===== src/rv_core_pkg.sv =====
// ~~~~~~~~~~~~~~~~~~~~~~~~~~~~~~~~~~~~~~~~
// opcodes, function codes, ALU and forwarding enums
// and pipeline structs of the RV32I subset core
// ~~~~~~~~~~~~~~~~~~~~~~~~~~~~~~~~~~~~~~~~
package rv_core_pkg;

    typedef logic [31:0] word_t;
    typedef logic [4:0]  reg_addr_t;

    localparam logic [6:0] OP_REG    = 7'b0110011;
    localparam logic [6:0] OP_IMM    = 7'b0010011;
    localparam logic [6:0] OP_LUI    = 7'b0110111;
    localparam logic [6:0] OP_LOAD   = 7'b0000011;
    localparam logic [6:0] OP_STORE  = 7'b0100011;
    localparam logic [6:0] OP_BRANCH = 7'b1100011;
    localparam logic [6:0] OP_JAL    = 7'b1101111;

    // funct3 for ALU ops
    localparam logic [2:0] F3_ADD = 3'b000;
    localparam logic [2:0] F3_SLL = 3'b001;
    localparam logic [2:0] F3_SLT = 3'b010;
    localparam logic [2:0] F3_XOR = 3'b100;
    localparam logic [2:0] F3_SRL = 3'b101;
    localparam logic [2:0] F3_OR  = 3'b110;
    localparam logic [2:0] F3_AND = 3'b111;

    // funct3 for memory and branch ops
    localparam logic [2:0] F3_BYTE  = 3'b000;
    localparam logic [2:0] F3_WORD  = 3'b010;
    localparam logic [2:0] F3_BYTEU = 3'b100;
    localparam logic [2:0] F3_BEQ   = 3'b000;
    localparam logic [2:0] F3_BNE   = 3'b001;

    typedef enum logic [3:0] {
        ALU_ADD, ALU_SUB, ALU_AND, ALU_OR, ALU_XOR,
        ALU_SLT, ALU_SLL, ALU_SRL, ALU_PASS_B
    } alu_op_e;

    typedef enum logic [1:0] {FWD_REG, FWD_EXMEM, FWD_MEMWB} fwd_sel_e;
    typedef enum logic [1:0] {WB_ALU, WB_MEM, WB_PC4} wb_sel_e;

    typedef struct packed {
        logic  valid;
        word_t pc;
        word_t instr;
    } if_id_t;

    typedef struct packed {
        logic      valid;
        word_t     pc;
        word_t     rs1_data;
        word_t     rs2_data;
        word_t     imm;
        reg_addr_t rd;
        reg_addr_t rs1;
        reg_addr_t rs2;
        alu_op_e   alu_op;
        logic      alu_use_imm;
        logic      reg_write;
        wb_sel_e   wb_sel;
        logic      mem_read;
        logic      mem_write;
        logic      mem_byte;
        logic      is_branch;
        logic      branch_ne;
        logic      is_jal;
    } id_ex_t;

    typedef struct packed {
        logic      valid;
        word_t     result;
        word_t     store_data;
        reg_addr_t rd;
        logic      reg_write;
        wb_sel_e   wb_sel;
        logic      mem_read;
        logic      mem_write;
        logic      mem_byte;
        word_t     pc_plus4;
    } ex_mem_t;

    typedef struct packed {
        logic      valid;
        reg_addr_t rd;
        logic      reg_write;
        word_t     wb_data;
    } mem_wb_t;

endpackage

===== src/rv_mem_access.sv =====
// ~~~~~~~~~~~~~~~~~~~~~~~~~~~~~~~~~~~~~~~~
// data bus requests, byte lanes, MEM/WB register
// ~~~~~~~~~~~~~~~~~~~~~~~~~~~~~~~~~~~~~~~~
`timescale 1ns/10ps

module rv_mem_access (
    input  logic                 clk,
    input  logic                 arst_n,
    input  rv_core_pkg::ex_mem_t ex_mem,
    input  logic                 dready_n,
    input  logic                 dbusy,
    input  rv_core_pkg::word_t   ddata_in,
    output rv_core_pkg::word_t   daddr,
    output logic [1:0]           dsize,
    output logic                 dreq,
    output logic                 dwrite,
    output rv_core_pkg::word_t   ddata_out,
    output logic                 mem_wait,
    output rv_core_pkg::word_t   wb_fwd_data,
    output rv_core_pkg::mem_wb_t mem_wb
);
    import rv_core_pkg::*;

    logic       access;
    logic [7:0] lane;
    word_t      load_data;

    assign access    = ex_mem.valid && (ex_mem.mem_read || ex_mem.mem_write);
    assign dreq      = access;
    assign dwrite    = access && ex_mem.mem_write;
    assign daddr     = ex_mem.result;
    assign dsize     = ex_mem.mem_byte ? 2'b00 : 2'b10;
    // sb puts the byte on every lane
    assign ddata_out = ex_mem.mem_byte ? {4{ex_mem.store_data[7:0]}} : ex_mem.store_data;
    assign mem_wait  = access && (dready_n || dbusy);

    always_comb begin
        case (daddr[1:0])
            2'd0:    lane = ddata_in[7:0];
            2'd1:    lane = ddata_in[15:8];
            2'd2:    lane = ddata_in[23:16];
            default: lane = ddata_in[31:24];
        endcase
    end

    assign load_data = ex_mem.mem_byte ? {24'b0, lane} : ddata_in;

    assign wb_fwd_data = (ex_mem.wb_sel == WB_MEM) ? load_data :
                         (ex_mem.wb_sel == WB_PC4) ? ex_mem.pc_plus4 : ex_mem.result;

    always_ff @(posedge clk or negedge arst_n) begin
        if (!arst_n) begin
            mem_wb <= '0;
        end else begin
            // bubble while the bus holds the access
            mem_wb.valid     <= ex_mem.valid && !mem_wait;
            mem_wb.rd        <= ex_mem.rd;
            mem_wb.reg_write <= ex_mem.reg_write;
            mem_wb.wb_data   <= wb_fwd_data;
        end
    end

endmodule


===== config.mk =====
export PLATFORM = sky130hd
export DESIGN_NAME = rv_mem_access
export DESIGN_NICKNAME = d
export VERILOG_FILES = /design/src/rv_core_pkg.sv /design/src/rv_mem_access.sv
export SDC_FILE = /design/constraint.sdc
export NUM_CORES = 1
export LEC_CHECK = 0
export BUFFER_PORTS_ARGS = -buffer_cell sky130_fd_sc_hd__buf_2
export CORE_AREA = 10 10 103 105
export DETAILED_ROUTE_END_ITERATION = 6
export DIE_AREA = 0 0 113 115
export GPL_TIMING_DRIVEN = 0
export HOLD_SLACK_MARGIN = 0.12
export PLACE_DENSITY = 0.77
export SLEW_MARGIN = 5
export SYNTH_ARGS = -nofsm -noshare
export SYNTH_HDL_FRONTEND = slang
export SYNTH_SLANG_ARGS = --single-unit

===== constraint.sdc =====
create_clock -name clk -period 0.9 [get_ports clk]
set_clock_uncertainty 0.1 [all_clocks]
set_input_delay 0.045 -clock clk [delete_from_list [all_inputs] [get_ports clk]]
set_output_delay 0.045 -clock clk [all_outputs]
set_load 0.01 [all_outputs]

==> results of run 1 <==
## layout make-up
| cell class | count | area (µm²) |
|---|---|---|
| Sequential cell | 39 | 976 |
| Fill cell | 711 | 3170 |
| Buffer | 65 | 628 |
| Timing Repair Buffer | 301 | 1750 |
| Multi-Input combinational cell | 169 | 1680 |
| Clock buffer | 5 | 68.8 |
| Inverter | 26 | 100 |
| Tap cell | 108 | 135 |
| Antenna cell | 1 | 2.50 |
| Clock inverter | 3 | 43.8 |
## power by group through the flow
| stage | clock, mW | combinational (mW) | sequential (mW) |
|---|---|---|---|
| after detailed placement | 0 | 2.25 | 1.98 |
| after floorplan | 0 | 1.03 | 2.07 |
| after global routing | 1.59 | 2.88 | 1.98 |
| after CTS | 1.53 | 2.51 | 1.95 |
| final | 1.50 | 2.69 | 1.96 |
| after global placement | 0 | 2.21 | 1.97 |
## stage by stage
step / std cells / util (%)
3_3_place_gp: 686 / 53.0
6_report: 717 / 62.9
5_1_grt: 716 / 62.9
3_5_place_dp: 686 / 53.0
4_1_cts: 711 / 59.5
2_1_floorplan: 299 / -
## metal layers
layer	vias to the layer above	GRT usage, %	wire length, µm
li1	1657	-	-
met1	1713	20.8	5350
met2	201	41.7	8380
met3	14	8.33	1490
met4	2	5.25	164
met5	-	0	13
## placed cells by master, fill, tap and decap left out, drive strengths merged, types with 2 or more instances in the layout
cell type / Yosys / routed
mux2i: 48 / 48
buf: 54 / 349
nand2: 16 / 16
a21oi: 24 / 24
a221oi: 24 / 24
and2: 2 / 2
clkinv: 0 / 2
inv: 26 / 26
a21o: 8 / 8
nor2b: 2 / 2
o21a: 2 / 2
o21ai: 24 / 24
clkbuf: 11 / 16
dlygate4sd3: 0 / 6
o22ai: 8 / 8
dfrtp: 39 / 39
a221o: 8 / 8
## worst max path at each step
stage,from,endpoint,slack (ns),depth (start not counted)
2_1_floorplan,ex_mem[35],mem_wb[6],-0.22,5
3_3_place_gp,ex_mem[36],wb_fwd_data[14],-0.66,5
3_5_place_dp,ex_mem[36],wb_fwd_data[14],-0.68,5
4_1_cts,ex_mem[35],wb_fwd_data[5],-0.32,6
5_1_grt,ex_mem[35],wb_fwd_data[26],-0.36,7
6_report,ex_mem[35],wb_fwd_data[1],-0.34,6
## synth_stat cells
master     number  area share, %
buf_2           6            1.1
a221oi_1       24            7.6
clkbuf_1       11            1.5
inv_2           1           0.14
a221o_1         8            2.9
nor2b_1         1           0.23
nand4bb_1       1           0.41
dfrtp_1        39             35
conb_1          1           0.14
mux2i_1        48             17
o22ai_1         8            1.8
nor2b_4         1           0.50
a21o_1          8            2.2
buf_6           3            1.2
buf_4          44             12
buf_1           1           0.14
inv_1          25            3.4
nand2_1        16            2.2
o21a_1          2           0.54
and2_1          2           0.45
nand4b_1        1           0.32
a21oi_1        24            4.3
o21ai_0        24            4.3
## kinds of logic after synthesis
group           count (synthesis)
mux                            48
simple gates                   22
compound gates                 98
flops                          39
buf+inv                        91
other cells                     1
## what timing repair did
item	4_1_cts	5_1_grt
gates resized for setup	56	46
endpoints found under the hold margin	77	69
gates cloned	3	1
setup buffers	8	4
pin swaps	5	6
setup endpoints to repair	126	96
==> run_results.csv, run 1 <==
group,metric,value,unit
clocking,h-tree-depth,2,
worst_setup_path,cp.arrival,1.09,ns
sta,slew_violations,0,
global_routing,grt_pass1_vias,4040,
floorplan,num_io_pins,284,
logic_synthesis,synthMuxAreaShare,17.4,%
placed_design,port_buffers,279,
worst_setup_path,critPathSlowestCell,"a221o_1",
floorplan,dieArea,13000,µm²
worst_setup_path,path_max_fanout,10,
detailed_routing,vias,3587,
floorplan,initial_utilization,32.3,%
outcome,violations,"hold timing, setup timing",
power,p_clk_share,24.4,%
detailed_routing,viasPerCell,5.00,
worst_setup_path,cpPeakStageDelay,0.29,ns
worst_setup_path,setup.worst_path.class,"in2out",
global_routing,grt_max_degree,40,
logic_synthesis,synthAdderAreaFrac,0,%
power,power_switching,2.09,mW
detailed_routing,drtPass1Iterations,5,
logic_synthesis,synth_top_family_by_area,"compound AO/OA/AOI/OAI gates",
clocking,clkTransAtPathRegs,0.08,ns
worst_setup_path,required,0.75,ns
global_routing,grt_antenna_before_repair,1,
flow_run,maxCapViolations,0,
layout,largest_reg_flops,39,
sta,setup_viol,74,
power,p_leak,2.90,nW
power,p_comb_share,43.7,%
power,p_per_area,1140,nW/µm²
logic_synthesis,synth_seq_area_share,35.3,%
power,p_seq_share,31.9,%
power,p_int,4.06,mW
worst_setup_path,worstSetupEndpointType,"primary output",
global_routing,grt_pass1_wl,22400,µm
logic_synthesis,avgSynthCellArea,9.25,µm²
floorplan,die_h,115,µm
placed_design,place_congestion,0.841,
placed_design,dp_hpwl,12300,µm
sta,fmax,807,MHz
floorplan,die_x,113,µm
clocking,cts-hold-fix-buffers,6,
power,swShare,34.0,%
sta,finalCriticalPeriod,1.24,ns
clocking,numCtsBuffers,5,
logic_synthesis,synth_warnings,0,
sta,grt_setup_unrepaired,"yes",
clocking,ctsLongestPathBuffers,2,
detailed_routing,drtIter0Drc,199,
worst_setup_path,crit_family,"compound AO/OA/AOI/OAI gates",
detailed_routing,postRouteAntennaNets,0,
layout,largest-register,"mem_wb",
power,ir_worst_vdd,0.000521,V
clocking,clockRootBuffer,"clkbuf_8",
layout,syn2layout_area_growth,94.6,%
layout,top_regs,"mem_wb x39",
clocking,cts_num_sinks,39,
placed_design,place_area,4530,µm²
global_routing,grt_usage,21.5,%
layout,finalNetCount,751,
layout,drive_gt1_share,69.2,%
worst_setup_path,timing.critical_path.buf_inv,3,
worst_setup_path,path_cells,"buf_12 > nor2b_4 > buf_4 > a221o_1 > a21o_1 > buf_2",
logic_synthesis,synth_compound_area_share,23.7,%
logic_synthesis,netlist_area,2770,µm²
power,p_total,6.15,mW
logic_synthesis,synthXorXnorAreaFrac,0,%
sta,postLayoutSetupSlackWorst,-0.339,ns
sta,hold_ws,-0.225,ns
outcome,status,"finished, violations left",
logic_synthesis,yosys_register_bits,39,
global_routing,overflow,0,
logic_synthesis,synth-simple-area-share,4.07,%
sta,slew_headroom,39.0,%
clocking,cts_tree,"built",
logic_synthesis,synth_cell_types,23,
logic_synthesis,synth_cells,299,
hold_path,hold_path_class,"in2async",
detailed_routing,drc,0,
placed_design,place_ws,-0.683,ns
sta,hold_violations,53,
floorplan,design.core.area,8550,µm²
detailed_routing,avgRoutedWirePerCell,21.5,µm
sta,final.setup.tns,-11.19,ns
sta,worstMarginPinSlew,0.915,ns
worst_setup_path,cp-start-kind,"primary input",
detailed_routing,drt-total-wl,15400,µm
layout,stdcell_area,5380,µm²
sta,fin_crit_sh,138,%
floorplan,rows,34,
logic_synthesis,syn-num-nets,443,
Power figures use the tool's default switching activity.
==> inputs of run 2 (changes only) <==
--- a/config.mk
+++ b/config.mk
@@ -11,7 +11,7 @@
 export DIE_AREA = 0 0 113 115
 export GPL_TIMING_DRIVEN = 0
 export HOLD_SLACK_MARGIN = 0.12
-export PLACE_DENSITY = 0.77
+export PLACE_DENSITY = 0.75
 export SLEW_MARGIN = 5
 export SYNTH_ARGS = -nofsm -noshare
 export SYNTH_HDL_FRONTEND = slang
==> run 2 against run 1 <==
Net effect: the run still ends with hold timing, setup timing left; sequential power about the same; die area unchanged; maximum frequency up 0.94%; clock power about the same; final area up 2.1%; cell count up 1.7%; total power up 1.9%; sequential cell count unchanged; first-iteration DRC count up 9.0%; hold slack better by 0.024 ns; critical path depth unchanged; critical endpoint is now wb_fwd_data[7]; highest routed layer is now met4.
==> run_results.csv, run 2 (synthesis results as in run 1) <==
group,metric,value,unit
placed_design,port_buffers,279,
detailed_routing,vias,3608,
global_routing,grt_pass1_vias,3968,
layout,largest_reg_flops,39,
worst_setup_path,cp-start-kind,"primary input",
layout,instances_no_fill,729,
floorplan,dieArea,13000,µm²
worst_setup_path,path_max_fanout,6,
sta,final.setup.tns,-11.22,ns
detailed_routing,avgRoutedWirePerCell,21.4,µm
worst_setup_path,setup.worst_path.class,"in2out",
global_routing,use_met2,40.7,%
global_routing,grt_antenna_before_repair,0,
clocking,clockRootBuffer,"clkbuf_8",
outcome,status,"finished, violations left",
global_routing,grt_usage,21.0,%
sta,fmax,814,MHz
floorplan,die_x,113,µm
detailed_routing,viasPerCell,4.95,
placed_design,placedCellCount,686,
layout,finalNetCount,763,
worst_setup_path,worstSetupEndpointType,"primary output",
global_routing,busiest_layer,"met2",
detailed_routing,drt-total-wl,15600,µm
hold_path,hold_path_class,"in2async",
detailed_routing,drc,0,
clocking,ctsLongestPathBuffers,2,
clocking,cts_tree,"built",
floorplan,design.core.area,8550,µm²
global_routing,grt_max_degree,40,
sta,grt_setup_unrepaired,"yes",
placed_design,place_congestion,0.810,
layout,largest-register,"mem_wb",
power,p_leak,2.97,nW
global_routing,use_met1,19.9,%
layout,final_common_cell,"buf_2",
sta,worstMarginPinSlew,0.962,ns
sta,hold_ws,-0.201,ns
sta,slew_violations,0,
flow_run,maxCapViolations,0,
clocking,numCtsBuffers,5,
clocking,h-tree-depth,2,
outcome,violations,"hold timing, setup timing",
sta,finalCriticalPeriod,1.23,ns
worst_setup_path,critPathLaunch,"ex_mem[35]",
detailed_routing,drtIter0Drc,217,
layout,syn2layout_area_growth,98.7,%
layout,top_regs,"mem_wb x39",
floorplan,initial_utilization,32.3,%
worst_setup_path,cp.arrival,1.08,ns
floorplan,rows,34,
sta,fin_crit_sh,136,%
layout,layout_common_cells,"257 x buf_2, 63 x buf_4, 44 x mux2i_1",
global_routing,overflow,0,
global_routing,grtUsageMet3,8.70,%
power,ir_worst_vdd,0.000625,V
global_routing,grt_pass1_wl,21800,µm
worst_setup_path,path_cells,"buf_12 > nor2b_4 > clkbuf_16 > a221o_1 > a21o_1 > buf_6",
worst_setup_path,critPathSlowestCell,"a221o_1",
detailed_routing,drtPass1Iterations,4,
power,p_per_area,1140,nW/µm²
sta,slew_headroom,35.9,%
sta,hold_violations,45,
floorplan,num_io_pins,284,
clocking,cts-hold-fix-buffers,6,
power,p_total,6.26,mW
placed_design,dp_hpwl,12200,µm
worst_setup_path,required,0.75,ns
clocking,clkTransAtPathRegs,0.09,ns
worst_setup_path,cpPeakStageDelay,0.29,ns
detailed_routing,postRouteAntennaNets,0,
sta,setup_viol,82,
clocking,cts_num_sinks,39,
floorplan,die_h,115,µm
layout,drive_gt1_share,70.3,%
sta,postLayoutSetupSlackWorst,-0.328,ns
[run 2: routing by layer]
metal | vias to the layer above | share of wire (%) | routed length [µm]
met4 | 0 | 1.9 | 289
li1 | 1684 | - | -
met2 | 213 | 54 | 8370
met5 | - | 0 | 0
met1 | 1687 | 34 | 5370
met3 | 24 | 10 | 1560
[run 2: final timing paths]
| kind | to | slack [ns] |
|---|---|---|
| max in group asynchronous | mem_wb[8] | 0.30 |
| worst max-delay path | wb_fwd_data[7] | -0.33 |
| worst min-delay path | mem_wb[38] | -0.20 |
| min in group clk | mem_wb[38] | -0.10 |
[run 2: final cells by class]
type                       count  area (µm²)
tap                          108         135
antenna                        1        2.50
sequential                    39         976
clock buffer                   5        68.8
timing repair buffer         313        1910
clock inverter                 3        43.8
multi-input combinational    169        1650
inverter                      26         100
fill                         697        3060
buffer                        65         609
[run 2: power breakdown]
group          leakage (nW)  internal [mW]  switching (mW)
Sequential            0.453           1.91          0.0598
Clock                0.0581          0.827           0.698
Combinational          2.46           1.41            1.36
[run 2: per-stage QoR]
stage	util, %	worst slack [ns]	area, µm²
4_1_cts	59.5	-0.318	5090
6_report	64.3	-0.328	5490
3_3_place_gp	53.0	-0.629	4530
5_1_grt	64.2	-0.370	5490
3_5_place_dp	53.0	-0.650	4530
2_1_floorplan	-	-0.218	3000
[run 2: worst max-delay path: cells and delay by family]
kind                   cells  cell delay (ns)
AND/OR/NAND/NOR            1             0.15
AO/OA/AOI/OAI              2             0.49
buffers and inverters      3             0.40
[run 2: timing repair]
action | CTS | global route
setup endpoints to repair | 125 | 97
buffers inserted | 8 | 16
endpoints found under the hold margin | 77 | 68
pin swaps | 4 | 7
resized for setup | 55 | 59
cloned | 1 | 3
